<file path="src/hdl/qt_params.svh">
`ifndef QT_PARAMS_SVH
`define QT_PARAMS_SVH

// queue table geometry
`define QT_DEPTH 16
`define QT_AWIDTH 4
`define QT_DWIDTH 32
`define QT_COLS 4

// host bus
`define HOST_DWIDTH 128
`define HOST_AWIDTH 20

// one 4 KiB register page per queue
`define PAGE_LSB 12

// status bus word address
`define STAT_AWIDTH 8

`endif

</file>
<file path="src/hdl/qt_types_pkg.sv">
`include "qt_params.svh"

package qt_types_pkg;

    // column numbers, also the dword position inside an entry
    typedef enum logic [1:0] {
        col_tail,
        col_head,
        col_l_addr,
        col_h_addr
    } qt_col_t;

    typedef logic [`QT_AWIDTH-1:0] queue_idx_t;

    // tail sits in the low dword
    typedef struct packed {
        logic [`QT_DWIDTH-1:0] h_addr;
        logic [`QT_DWIDTH-1:0] l_addr;
        logic [`QT_DWIDTH-1:0] head;
        logic [`QT_DWIDTH-1:0] tail;
    } queue_entry_s;

    typedef union packed {
        queue_entry_s                         f;
        logic [`QT_COLS-1:0][`QT_DWIDTH-1:0]  col;
    } queue_entry_u;

endpackage

</file>
<file path="src/hdl/host_bus_pkg.sv">
`include "qt_params.svh"

package host_bus_pkg;

    // control register at status word address 0
    typedef struct packed {
        logic [4:0]  nb_queues;
        logic [25:0] rb_size;
        logic        disable_pcie;
    } ctrl_reg_s;

    // one status read of a single table column
    typedef struct packed {
        qt_types_pkg::qt_col_t    col;
        qt_types_pkg::queue_idx_t queue;
    } stat_rd_req_s;

endpackage

</file>
<file path="src/hdl/qt_port_if.sv">
`timescale 1ns/1ps
`include "qt_params.svh"

// one BRAM port of one table column
interface qt_port_if;

    logic [`QT_AWIDTH-1:0] addr;
    logic [`QT_DWIDTH-1:0] wr_data;
    logic                  wr_en;
    logic                  rd_en;
    // valid two cycles after rd_en
    logic [`QT_DWIDTH-1:0] rd_data;

    modport master (
        output addr, wr_data, wr_en, rd_en,
        input  rd_data
    );

    modport mem (
        input  addr, wr_data, wr_en, rd_en,
        output rd_data
    );

endinterface

</file>
<file path="src/hdl/pcie_queue_top.sv">
`timescale 1ns/1ps
`include "qt_params.svh"

module pcie_queue_top (
    input  logic                       pcie_clk,
    input  logic                       pcie_reset_n,
    // host register pages
    input  logic [`HOST_AWIDTH-1:0]    pcie_address,
    input  logic                       pcie_write,
    input  logic                       pcie_read,
    input  logic [`HOST_DWIDTH-1:0]    pcie_writedata,
    input  logic [`HOST_DWIDTH/8-1:0]  pcie_byteenable,
    output logic [`HOST_DWIDTH-1:0]    pcie_readdata,
    output logic                       pcie_readdatavalid,
    // status bus
    input  logic [`STAT_AWIDTH-1:0]    status_addr,
    input  logic                       status_read,
    input  logic                       status_write,
    input  logic [31:0]                status_writedata,
    output logic [31:0]                status_readdata,
    output logic                       status_readdata_valid,
    // DMA engine side
    input  logic                       dma_done,
    input  logic [`QT_DWIDTH-1:0]      new_tail,
    output logic [`QT_AWIDTH-1:0]      curr_queue,
    output logic [`QT_DWIDTH-1:0]      curr_head,
    output logic [`QT_DWIDTH-1:0]      curr_tail,
    output logic [63:0]                curr_kmem_addr,
    output logic                       switch_done,
    output logic                       disable_pcie,
    output logic [25:0]                rb_size
);
    import qt_types_pkg::*;
    import host_bus_pkg::*;

    ctrl_reg_s             ctrl;
    logic                  stat_req_valid;
    stat_rd_req_s          stat_req;
    logic                  stat_rsp_valid;
    logic [`QT_DWIDTH-1:0] stat_rsp_data;
    logic [`QT_COLS-1:0]   upd_mask;
    queue_idx_t            upd_queue;
    queue_entry_u          upd_entry;
    queue_entry_u          curr_entry;

    qt_port_if port_a [`QT_COLS] ();
    qt_port_if port_b [`QT_COLS] ();

    status_regs u_status_regs (
        .pcie_clk, .pcie_reset_n,
        .status_addr, .status_read, .status_write, .status_writedata,
        .status_readdata, .status_readdata_valid,
        .ctrl, .stat_req_valid, .stat_req, .stat_rsp_valid, .stat_rsp_data
    );

    port_b_arbiter u_port_b_arbiter (
        .pcie_clk, .pcie_reset_n,
        .pcie_address, .pcie_write, .pcie_read, .pcie_writedata, .pcie_byteenable,
        .pcie_readdata, .pcie_readdatavalid,
        .stat_req_valid, .stat_req, .stat_rsp_valid, .stat_rsp_data,
        .upd_mask, .upd_queue, .upd_entry,
        .port_b (port_b)
    );

    queue_switcher u_queue_switcher (
        .pcie_clk, .pcie_reset_n,
        .ctrl, .dma_done, .new_tail,
        .upd_mask, .upd_queue, .upd_entry,
        .port_a (port_a),
        .curr_queue, .curr_entry, .switch_done
    );

    for (genvar c = 0; c < `QT_COLS; c++) begin : g_col
        queue_table_column u_col (
            .pcie_clk,
            .port_a (port_a[c]),
            .port_b (port_b[c])
        );
    end

    assign curr_head      = curr_entry.f.head;
    assign curr_tail      = curr_entry.f.tail;
    assign curr_kmem_addr = {curr_entry.f.h_addr, curr_entry.f.l_addr};
    assign disable_pcie   = ctrl.disable_pcie;
    assign rb_size        = ctrl.rb_size;

endmodule

</file>
<file path="src/hdl/port_b_arbiter.sv">
`timescale 1ns/1ps
`include "qt_params.svh"

module port_b_arbiter (
    input  logic                        pcie_clk,
    input  logic                        pcie_reset_n,
    input  logic [`HOST_AWIDTH-1:0]     pcie_address,
    input  logic                        pcie_write,
    input  logic                        pcie_read,
    input  logic [`HOST_DWIDTH-1:0]     pcie_writedata,
    input  logic [`HOST_DWIDTH/8-1:0]   pcie_byteenable,
    output logic [`HOST_DWIDTH-1:0]     pcie_readdata,
    output logic                        pcie_readdatavalid,
    input  logic                        stat_req_valid,
    input  host_bus_pkg::stat_rd_req_s  stat_req,
    output logic                        stat_rsp_valid,
    output logic [`QT_DWIDTH-1:0]       stat_rsp_data,
    output logic [`QT_COLS-1:0]         upd_mask,
    output qt_types_pkg::queue_idx_t    upd_queue,
    output qt_types_pkg::queue_entry_u  upd_entry,
    qt_port_if.master                   port_b [`QT_COLS]
);
    import qt_types_pkg::*;
    import host_bus_pkg::*;

    queue_idx_t            page_idx;
    queue_idx_t            b_addr [`QT_COLS];
    logic [`QT_DWIDTH-1:0] b_wr_data [`QT_COLS];
    logic [`QT_COLS-1:0]   b_wr_en;
    logic [`QT_COLS-1:0]   b_rd_en;
    queue_entry_u          rd_entry;

    logic                  host_rd_pend;
    queue_idx_t            host_rd_queue;
    logic                  stat_rd_pend;
    stat_rd_req_s          stat_rd_q;

    // read tags, stage 2 lines up with the BRAM output data
    logic [2:0]            tag_host;
    logic [2:0]            tag_stat;
    qt_col_t               tag_col [3];

    assign page_idx = pcie_address[`PAGE_LSB +: `QT_AWIDTH];

    // priority: host writes, then host reads, then status reads
    always_ff @(posedge pcie_clk) begin
        if (!pcie_reset_n) begin
            b_wr_en            <= '0;
            b_rd_en            <= '0;
            upd_mask           <= '0;
            host_rd_pend       <= 1'b0;
            stat_rd_pend       <= 1'b0;
            tag_host           <= '0;
            tag_stat           <= '0;
            pcie_readdatavalid <= 1'b0;
            stat_rsp_valid     <= 1'b0;
        end else begin
            b_wr_en  <= '0;
            b_rd_en  <= '0;
            upd_mask <= '0;
            tag_host <= {tag_host[1:0], 1'b0};
            tag_stat <= {tag_stat[1:0], 1'b0};
            if (pcie_write) begin
                // the tail belongs to the switcher, dword 0 is skipped
                for (int c = 1; c < `QT_COLS; c++) begin
                    if (&pcie_byteenable[4*c +: 4]) begin
                        b_wr_en[c]  <= 1'b1;
                        upd_mask[c] <= 1'b1;
                    end
                end
            end else if (host_rd_pend) begin
                b_rd_en      <= '1;
                tag_host[0]  <= 1'b1;
                host_rd_pend <= 1'b0;
            end else if (stat_rd_pend) begin
                b_rd_en[stat_rd_q.col] <= 1'b1;
                tag_stat[0]            <= 1'b1;
                stat_rd_pend           <= 1'b0;
            end
            if (pcie_read) begin
                host_rd_pend <= 1'b1;
            end
            if (stat_req_valid) begin
                stat_rd_pend <= 1'b1;
            end
            pcie_readdatavalid <= tag_host[2];
            stat_rsp_valid     <= tag_stat[2];
        end
    end

    always_ff @(posedge pcie_clk) begin
        if (pcie_write) begin
            for (int c = 0; c < `QT_COLS; c++) begin
                b_addr[c]    <= page_idx;
                b_wr_data[c] <= pcie_writedata[`QT_DWIDTH*c +: `QT_DWIDTH];
            end
            upd_queue <= page_idx;
            upd_entry <= pcie_writedata;
        end else if (host_rd_pend) begin
            for (int c = 0; c < `QT_COLS; c++) begin
                b_addr[c] <= host_rd_queue;
            end
        end else if (stat_rd_pend) begin
            b_addr[stat_rd_q.col] <= stat_rd_q.queue;
        end
        if (pcie_read) begin
            host_rd_queue <= page_idx;
        end
        if (stat_req_valid) begin
            stat_rd_q <= stat_req;
        end
        tag_col[0] <= stat_rd_q.col;
        tag_col[1] <= tag_col[0];
        tag_col[2] <= tag_col[1];
        if (tag_host[2]) begin
            pcie_readdata <= rd_entry;
        end
        if (tag_stat[2]) begin
            stat_rsp_data <= rd_entry.col[tag_col[2]];
        end
    end

    for (genvar c = 0; c < `QT_COLS; c++) begin : g_port
        assign port_b[c].addr    = b_addr[c];
        assign port_b[c].wr_data = b_wr_data[c];
        assign port_b[c].wr_en   = b_wr_en[c];
        assign port_b[c].rd_en   = b_rd_en[c];
        assign rd_entry.col[c]   = port_b[c].rd_data;
    end

endmodule

</file>
<file path="src/hdl/queue_switcher.sv">
`timescale 1ns/1ps
`include "qt_params.svh"

module queue_switcher (
    input  logic                        pcie_clk,
    input  logic                        pcie_reset_n,
    input  host_bus_pkg::ctrl_reg_s     ctrl,
    input  logic                        dma_done,
    input  logic [`QT_DWIDTH-1:0]       new_tail,
    input  logic [`QT_COLS-1:0]         upd_mask,
    input  qt_types_pkg::queue_idx_t    upd_queue,
    input  qt_types_pkg::queue_entry_u  upd_entry,
    qt_port_if.master                   port_a [`QT_COLS],
    output qt_types_pkg::queue_idx_t    curr_queue,
    output qt_types_pkg::queue_entry_u  curr_entry,
    output logic                        switch_done
);
    import qt_types_pkg::*;

    typedef enum logic [1:0] {
        st_idle,
        st_bram_wait1,
        st_bram_wait2,
        st_switch
    } state_t;

    state_t                state;
    queue_idx_t            next_queue;
    queue_idx_t            a_addr;
    logic                  a_wr_en;
    logic                  a_rd_en;
    logic [`QT_DWIDTH-1:0] tail_latched;
    queue_entry_u          rd_entry;

    // wraps to 0 after nb_queues-1
    assign next_queue = ({1'b0, curr_queue} + 5'd1 >= ctrl.nb_queues) ? '0 :
                        curr_queue + 1'b1;

    always_ff @(posedge pcie_clk) begin
        if (!pcie_reset_n) begin
            state       <= st_idle;
            curr_queue  <= '0;
            curr_entry  <= '0;
            a_wr_en     <= 1'b0;
            a_rd_en     <= 1'b0;
            switch_done <= 1'b0;
        end else begin
            a_wr_en     <= 1'b0;
            a_rd_en     <= 1'b0;
            switch_done <= 1'b0;
            // host updates to the active queue apply right away
            if (upd_queue == curr_queue) begin
                if (upd_mask[col_head]) begin
                    curr_entry.f.head <= upd_entry.f.head;
                end
                if (upd_mask[col_l_addr]) begin
                    curr_entry.f.l_addr <= upd_entry.f.l_addr;
                end
                if (upd_mask[col_h_addr]) begin
                    curr_entry.f.h_addr <= upd_entry.f.h_addr;
                end
            end
            case (state)
                st_idle: begin
                    if (dma_done) begin
                        a_rd_en <= 1'b1;
                        state   <= st_bram_wait1;
                    end
                end
                st_bram_wait1: state <= st_bram_wait2;
                st_bram_wait2: state <= st_switch;
                st_switch: begin
                    // store the returned tail of the queue we leave
                    a_wr_en             <= 1'b1;
                    curr_queue          <= a_addr;
                    curr_entry.f.head   <= rd_entry.f.head;
                    curr_entry.f.l_addr <= rd_entry.f.l_addr;
                    curr_entry.f.h_addr <= rd_entry.f.h_addr;
                    // a single queue keeps its own tail since the table copy is stale
                    curr_entry.f.tail   <= (ctrl.nb_queues > 5'd1) ? rd_entry.f.tail :
                                           tail_latched;
                    switch_done         <= 1'b1;
                    state               <= st_idle;
                end
                default: state <= st_idle;
            endcase
        end
    end

    always_ff @(posedge pcie_clk) begin
        if (state == st_idle && dma_done) begin
            a_addr       <= next_queue;
            tail_latched <= new_tail;
        end else if (state == st_switch) begin
            a_addr <= curr_queue;
        end
    end

    for (genvar c = 0; c < `QT_COLS; c++) begin : g_port
        assign port_a[c].addr    = a_addr;
        assign port_a[c].wr_data = tail_latched;
        assign port_a[c].wr_en   = a_wr_en & (c == int'(col_tail));
        assign port_a[c].rd_en   = a_rd_en;
        assign rd_entry.col[c]   = port_a[c].rd_data;
    end

endmodule

</file>
<file path="src/hdl/queue_table_column.sv">
`timescale 1ns/1ps
`include "qt_params.svh"

// true dual-port column, both ports read with two register stages
module queue_table_column (
    input  logic    pcie_clk,
    qt_port_if.mem  port_a,
    qt_port_if.mem  port_b
);

    logic [`QT_DWIDTH-1:0] mem [`QT_DEPTH];
    logic [`QT_DWIDTH-1:0] a_q1;
    logic [`QT_DWIDTH-1:0] a_q2;
    logic [`QT_DWIDTH-1:0] b_q1;
    logic [`QT_DWIDTH-1:0] b_q2;

    // BRAM init content
    initial begin
        for (int i = 0; i < `QT_DEPTH; i++) begin
            mem[i] = '0;
        end
    end

    always @(posedge pcie_clk) begin
        if (port_a.wr_en) begin
            mem[port_a.addr] <= port_a.wr_data;
        end
        if (port_b.wr_en) begin
            mem[port_b.addr] <= port_b.wr_data;
        end
    end

    // read returns the old word on a same-cycle write
    always_ff @(posedge pcie_clk) begin
        if (port_a.rd_en) begin
            a_q1 <= mem[port_a.addr];
        end
        if (port_b.rd_en) begin
            b_q1 <= mem[port_b.addr];
        end
        a_q2 <= a_q1;
        b_q2 <= b_q1;
    end

    assign port_a.rd_data = a_q2;
    assign port_b.rd_data = b_q2;

endmodule

</file>
<file path="src/hdl/status_regs.sv">
`timescale 1ns/1ps
`include "qt_params.svh"

module status_regs (
    input  logic                        pcie_clk,
    input  logic                        pcie_reset_n,
    input  logic [`STAT_AWIDTH-1:0]     status_addr,
    input  logic                        status_read,
    input  logic                        status_write,
    input  logic [31:0]                 status_writedata,
    output logic [31:0]                 status_readdata,
    output logic                        status_readdata_valid,
    output host_bus_pkg::ctrl_reg_s     ctrl,
    output logic                        stat_req_valid,
    output host_bus_pkg::stat_rd_req_s  stat_req,
    input  logic                        stat_rsp_valid,
    input  logic [31:0]                 stat_rsp_data
);
    import qt_types_pkg::*;
    import host_bus_pkg::*;

    logic [`STAT_AWIDTH-1:0] addr_r;
    logic                    read_r;
    logic                    write_r;
    logic [31:0]             writedata_r;
    logic [`STAT_AWIDTH-1:0] word_idx;

    // word n > 0 is column (n-1) mod 4 of queue (n-1)/4
    assign word_idx = addr_r - 1'b1;

    // input stage of the status bus
    always_ff @(posedge pcie_clk) begin
        addr_r      <= status_addr;
        writedata_r <= status_writedata;
        if (!pcie_reset_n) begin
            read_r  <= 1'b0;
            write_r <= 1'b0;
        end else begin
            read_r  <= status_read;
            write_r <= status_write;
        end
    end

    always_ff @(posedge pcie_clk) begin
        if (!pcie_reset_n) begin
            ctrl                  <= '0;
            status_readdata_valid <= 1'b0;
            stat_req_valid        <= 1'b0;
        end else begin
            status_readdata_valid <= stat_rsp_valid || (read_r && addr_r == '0);
            stat_req_valid        <= read_r && addr_r != '0;
            if (write_r && addr_r == '0) begin
                ctrl <= ctrl_reg_s'(writedata_r);
            end
        end
    end

    // table response wins over a control read, only one read is outstanding anyway
    always_ff @(posedge pcie_clk) begin
        if (stat_rsp_valid) begin
            status_readdata <= stat_rsp_data;
        end else if (read_r) begin
            status_readdata <= ctrl;
        end
        if (read_r) begin
            stat_req.col   <= qt_col_t'(word_idx[1:0]);
            stat_req.queue <= word_idx[2 +: `QT_AWIDTH];
        end
    end

endmodule

</file>
<file path="config.mk">
export PLATFORM = sky130hd
export DESIGN_NAME = pcie_queue_top
export DESIGN_NICKNAME = d
export VERILOG_FILES = /design/src/hdl/qt_types_pkg.sv /design/src/hdl/host_bus_pkg.sv /design/src/hdl/qt_port_if.sv /design/src/hdl/pcie_queue_top.sv /design/src/hdl/port_b_arbiter.sv /design/src/hdl/queue_switcher.sv /design/src/hdl/queue_table_column.sv /design/src/hdl/status_regs.sv
export VERILOG_INCLUDE_DIRS = /design/src /design/src/hdl
export SDC_FILE = /design/constraint.sdc
export NUM_CORES = 2
export LEC_CHECK = 0
export BUFFER_PORTS_ARGS = -buffer_cell sky130_fd_sc_hd__buf_2
export CORE_UTILIZATION = 55
export CTS_CLUSTER_DIAMETER = 60
export DETAILED_ROUTE_END_ITERATION = 7
export GPL_TIMING_DRIVEN = 0
export PLACE_DENSITY = 0.71
export SLEW_MARGIN = 10
export SYNTH_ARGS = -nofsm -noshare
export SYNTH_HDL_FRONTEND = slang
export SYNTH_SLANG_ARGS = --single-unit
</file>
<file path="constraint.sdc">
create_clock -name pcie_clk -period 3.77 [get_ports pcie_clk]
set_clock_uncertainty 0.2 [all_clocks]
set_input_delay 0.5655 -clock pcie_clk [delete_from_list [all_inputs] [get_ports pcie_clk]]
set_output_delay 0.5655 -clock pcie_clk [all_outputs]
set_load 0.02 [all_outputs]
</file>
## Word-level counts from Yosys, hierarchy flattened

Memories as Yosys holds them, arrays and structs flattened. A register that Yosys moved wholly into a read port is not among the register bits.
Cells that the tools add are included.

- Flip-flop bits (word level): 862
- Memories: 7
- Output and inout bits: 322
- Input port bits: 243
- Logic and storage cells: 155
- RAM bits: 2198

Memories:

| name | words | bits a word | read ports | clocked after Yosys merged registers in | write ports | line | source |
|---|---|---|---|---|---|---|---|
| g_col[0].u_col.mem | 16 | 32 | 2 | 2 | 2 | queue_table_column.sv:11 | `` logic [`QT_DWIDTH-1:0] mem [`QT_DEPTH]; `` |
| g_col[1].u_col.mem | 16 | 32 | 2 | 2 | 1 | queue_table_column.sv:11 |  |
| g_col[2].u_col.mem | 16 | 32 | 2 | 2 | 1 | queue_table_column.sv:11 |  |
| g_col[3].u_col.mem | 16 | 32 | 2 | 2 | 1 | queue_table_column.sv:11 |  |
| u_port_b_arbiter.b_wr_data | 4 | 32 | 4 | 0 | 4 | port_b_arbiter.sv:28 | `` logic [`QT_DWIDTH-1:0] b_wr_data [`QT_COLS]; `` |
| u_port_b_arbiter.b_addr | 4 | 4 | 4 | 0 | 4 | port_b_arbiter.sv:27 | `` queue_idx_t b_addr [`QT_COLS]; `` |
| +1 memories | n/a | n/a | n/a | n/a | n/a | n/a |  |

- $lt $le $gt $ge: 5
- Bitwise logic cells: 5
- Multiplexer cells: 55
- Equal/unequal tests: 8
- Reduce and logical (&&, ||, !) cells: 26
- $add $sub $neg: 3

Operator list:

| cell | number |
|---|---|
| $mux 32 | 7 |
| $mux 128 | 1 |
| $mux 96 | 1 |
| $bmux 32 s2 | 1 |
| $mux 4 | 10 |
| $mux 1 | 31 |
| $reduce_and 2->1 | 6 |
| $reduce_and 4->1 | 3 |
| $reduce_bool 2->1 | 6 |
| $logic_not 8->1 | 1 |
| $pmux 2 s4 | 1 |
| $reduce_bool 8->1 | 1 |
| $lt 2x3->1 const B | 2 |
| $sub 6x1->6 const B | 1 |
| $add 4x1->5 const B | 1 |
| $ge 5x5->1 | 1 |
| $gt 5x1->1 const B | 1 |
| $logic_and 1x1->1 | 5 |
| $add 4x1->4 const B | 1 |
| $eq 2x2->1 const B | 2 |
| $eq 4x4->1 | 1 |
| $mux 2 | 2 |
| $ne 2x1->1 const B | 2 |
| $ne 2x2->1 const B | 2 |
| other kinds (9) | 12 |

## Longest topological paths before layout

- Word-level depth: 6
- Depth in mapped cells: 9
- Mapped depth without buffers: 7

## Cells and area by module

From an unflattened synthesis, not the netlist that was laid out.

- Cells, all modules: 9220
- Area total of the unflattened synthesis: 155952.1 sq um

Modules (own cells, without submodules):

| module | area an instance (sq um) | cells an instance | sequential area each (sq um) | times used |
|---|---|---|---|---|
| queue_table_column (g_col[1].u_col ...) | 32552.5 | 1863 | 18577.8 | 3 |
| queue_table_column (g_col[0].u_col) | 32907.8 | 1862 | 18577.8 | 1 |
| port_b_arbiter | 12258.0 | 577 | 10009.6 | 1 |
| queue_switcher | 9288.9 | 911 | 3803.6 | 1 |
| status_regs | 3839.9 | 281 | 2662.6 | 1 |

## Least setup slack after synthesis

Ideal clock, no wire load.

- Path kind: register -> register
- From: register u_queue_switcher.a_addr[1] (netlist: u_queue_switcher.port_a[0].addr[1])
- To: memory g_col[0].u_col.mem[6][0] in the netlist's numbering (enable)
- Arrival time: 3.484 ns
- Slack: -0.375 ns
- Period minus slack after synthesis: 4.145 ns
- Data required time: 3.109 ns
- Buffers on the path: 3
- Cell stages (with the launch flop): 6
- Library setup time: 0.461 ns
- Cells stage by stage: edfxtp_1 > clkbuf_1 > buf_1 > buf_1 > nand3_1 > nor3_1

RTL lines:

| what | line | source |
|---|---|---|
| from (decl) | queue_switcher.sv:29 | `queue_idx_t a_addr;` |
| from (signal assigned) | queue_switcher.sv:92 | `a_addr <= next_queue;` |
| from (signal assigned) | queue_switcher.sv:95 | `a_addr <= curr_queue;` |
| to (decl) | queue_table_column.sv:11 |  |

==> impl_metrics.csv <==
group,metric,value,unit
worst_setup_path,crit_type,"reg -> reg",
worst_hold_path,hold_path_class,"in -> reg",
pwr,vdd_drop_max,0.0004374,V
global_route,grtUsageTotal,35.41,%
floorplan,coreArea,0.2282,mm^2
route,drc_errors,0,
worst_setup_path,cp_max_fo,10,
worst_setup_path,max_stage_delay,0.71,ns
logic_synthesis,netlist_instances,6344,
timing,fin_crit_sh,99.20,%
logic_synthesis,synthArstFlopShare,0,%
route,routed_wl,409600,um
timing,final-hold-violation-count,0,
route,vias_per_cell,6.887,
pwr,power_density,610.8,mW/mm^2
worst_setup_path,critPathCaptureType,"flip-flop",
logic_synthesis,yosysSeqAreaShare,70.84,%
worst_setup_path,crit_slowest_cell,"buf_2",
finish,drive_above_1_share,32.21,%
finish,fill_cells,14990,
placement,hpwl,288600,um
global_route,antenna_found_initial,49,
timing,relSlewSlack,2.945,%
global_route,grt_use_met2,53.61,%
timing,rsz0062_at_grt,"false",
cts,clock-sinks,3155,
finish,regArea,0.08984,mm^2
timing,worst_pin_slew,1.456,ns
placement,routabilityCongestion,0.9243,
timing,setup_viol,0,
floorplan,die-height,482.2,um
logic_synthesis,yosysMostFrequentCell,"edfxtp_1",
global_route,use_met3,11.45,%
placement,dp.cells,9992,
finish,instances_no_fill,10840,
route,dr_total_vias,74670,
logic_synthesis,yosysWarnings,0,
logic_synthesis,synth_area,0.1268,mm^2
floorplan,chipWidth,482.2,um
route,drt_pass1_iterations,6,
logic_synthesis,synth_top_area_cell,"edfxtp_1",
logic_synthesis,synth_flop_cell,"edfxtp_1",
timing,drv_slew,0,
cts,cts-root-buf,"clkbuf_16",
route,first_iter_violations,10900,
global_route,grt_pass1_vias,74210,
cts,numCtsBuffers,335,
job,maxCapViolations,0,
floorplan,die-area,0.2325,mm^2
logic_synthesis,synth_top_cell_area_share,63.09,%
finish,multi_input_area,0.03532,mm^2
route,wl_per_cell,37.78,um
logic_synthesis,synth_area_leaders,"edfxtp_1 (63%), mux4_2 (19%), dfxtp_1 (7.8%)",
timing,fin_tns_setup,0,ns
cts,clk_path_buf_depth,4,
route,ant_nets,0,
logic_synthesis,ys_seq_elements,3155,
floorplan,row_count,175,
cts,cts_tree,"done",
global_route,top_usage_layer,"met2",
timing,hold_ws,0.04697,ns
timing,min_period,3.740,ns
logic_synthesis,synth_fp_nets,6598,
logic_synthesis,synth_edf_count,2664,
outcome,status,"finished, final reports clean",
worst_setup_path,path_cells,"clkbuf_1 -> buf_2 -> buf_2 -> buf_1 -> mux4_2 -> a22oi_1 -> nand2_1",
worst_setup_path,cpMostUsedCell,"buf_2",
placement,place.port_buffers,511,
cts,htree_levels,5,
global_route,grt_pass1_wl,564500,um
global_route,grt-ovfl-total,0,
logic_synthesis,synth_common_cells,"edfxtp_1 (2664), mux4_2 (1056), a22oi_1 (608), dfxtp_1 (491), nand2_1 (377)",
worst_setup_path,arrival,4.21,ns
pwr,leakage,49.83,nW
worst_setup_path,worst_ep_required_time,4.24,ns
global_route,grt_max_degree,67,
cts,cts.reportedPaths.clkPinSlew,0.06,ns
finish,final_nets,7762,
finish,area_delta_synth_final,17.31,%
floorplan,ios,565,
worst_setup_path,reg2reg_slack,0.03,ns
worst_setup_path,critPathLaunchType,"flip-flop",
logic_synthesis,yosysUniqueCellTypes,44,
timing,max_freq,267.4,MHz
global_route,use_met1,43.52,%
logic_synthesis,avgSynthCellArea,19.99,um^2
pwr,power,0.09085,W
cts,clock_latency,0.96,ns
floorplan,start_util,55.58,%
layout by cell type, fill, tap and decap left out, drive strengths merged, types with 3 or more instances in the layout:
cell	count
a21oi	4
nor3b	4
and2	15
o211a	33
mux4	1056
nand4	3
nor4	3
or3b	4
dlygate4sd3	183
a22oi	608
clkinv	92
o21ai	107
a22o	96
a21boi	32
edfxtp	2664
clkinvlp	5
and3	3
ha	11
nand2b	12
inv	22
bufinv	13
mux2	48
nor2b	19
dfxtp	491
xor2	8
diode	61
buf	864
nand3	11
clkbuf	742
nor3	17
nand3b	8
nor2	72
mux2i	133
nand2	377
metal layers:
layer	share of wire [%]	up-vias	wire length (um)
li1	-	29180	-
met1	33	38550	134500
met2	46	5697	188900
met3	13	1201	53550
met4	7.9	44	32330
met5	0.078	-	321
cells by family (layout without fill, tap and decap cells):
kind of cell,count (synthesis),in the layout,synth area share (%)
mux,1237,1237,20.23
other cells,0,61,0
fa+ha+maj,11,11,0.1085
xor+xnor,10,10,0.06908
simple gates,550,550,1.829
buf+inv,494,1922,1.724
compound gates,887,887,5.196
flops,3155,3155,70.84
where the power goes:
group	leakage, nW	switching, W	total [W]	internal [W]
Clock	5.16	0.0135	0.0319	0.0184
Sequential	28.2	0.00181	0.0420	0.0401
Combinational	16.4	0.0103	0.0170	0.00673
Total	49.8	0.0255	0.0909	0.0653
area by class of cell:
cell class | count | share of cell area [%]
antenna | 61 | 0.1026
buffer | 478 | 1.450
clock buffer | 482 | 6.399
clock inverter | 119 | 0.6536
inverter | 13 | 0.03281
multi-input combinational | 2695 | 23.74
sequential | 3155 | 60.40
tap | 3009 | 2.531
timing repair buffer | 830 | 4.689
metrics by stage:
stage / instance area [um^2] / utilization (%) / setup slack [ns]
2_1_floorplan: 126800 / - / -0.08899
3_3_place_gp: 133200 / 58.37 / -3.627
3_5_place_dp: 136100 / 59.67 / -0.4718
4_1_cts: 148500 / 65.10 / 0.005673
5_1_grt: 148700 / 65.16 / 0.03724
6_report: 148700 / 65.19 / 0.03001
critical path: cells and delay by family (launching register included):
family / cells / cell delay [ns]
buffers and inverters: 4 / 2.11
muxes: 1 / 0.41
DFF: 1 / 0.32
AOI/OAI and AO/OA: 1 / 0.25
and+or+nand+nor: 1 / 0.13
registers in the layout (all words and copies together), names as in the netlist, 6 cells and up:
register,flops
u_status_regs.addr_r,8
g_col.u_col.b_q1,128
g_col.u_col.port_a.rd_data,128
u_port_b_arbiter.pcie_readdata,128
g_col.u_col.mem,2048
u_queue_switcher.curr_entry,128
u_status_regs.writedata_r,32
u_status_regs.status_readdata,32
u_port_b_arbiter.stat_rsp_data,32
u_port_b_arbiter.upd_entry,95
g_col.u_col.a_q1,128
u_port_b_arbiter.stat_rd_q,6
u_port_b_arbiter.tag_col,6
u_port_b_arbiter.b_addr,16
u_status_regs.ctrl,32
g_col.u_col.port_b.rd_data,128
u_queue_switcher.port_a.wr_data,32
u_status_regs.stat_req,6
final timing paths:
kind | from | to | depth (start not counted)
setup / recovery | u_queue_switcher.port_a[0].addr[1] | g_col[2].u_col.a_q1[18] | 7
hold / removal | status_addr[7] | u_status_regs.addr_r[7] | 2
setup reg to reg | u_queue_switcher.port_a[0].addr[1] | g_col[2].u_col.a_q1[18] | 7
hold reg to reg | g_col[2].u_col.b_q1[14] | g_col[2].u_col.port_b.rd_data[14] | 0
repair_timing:
item,CTS,global route
endpoints found under the setup margin,424,31
gates cloned,0,0
pin swaps,3,2
buffers inserted,4,3
hold endpoints to repair,232,0
gates resized for setup,5,4
hold buffers,183,0
Power figures use the tool's default switching activity.
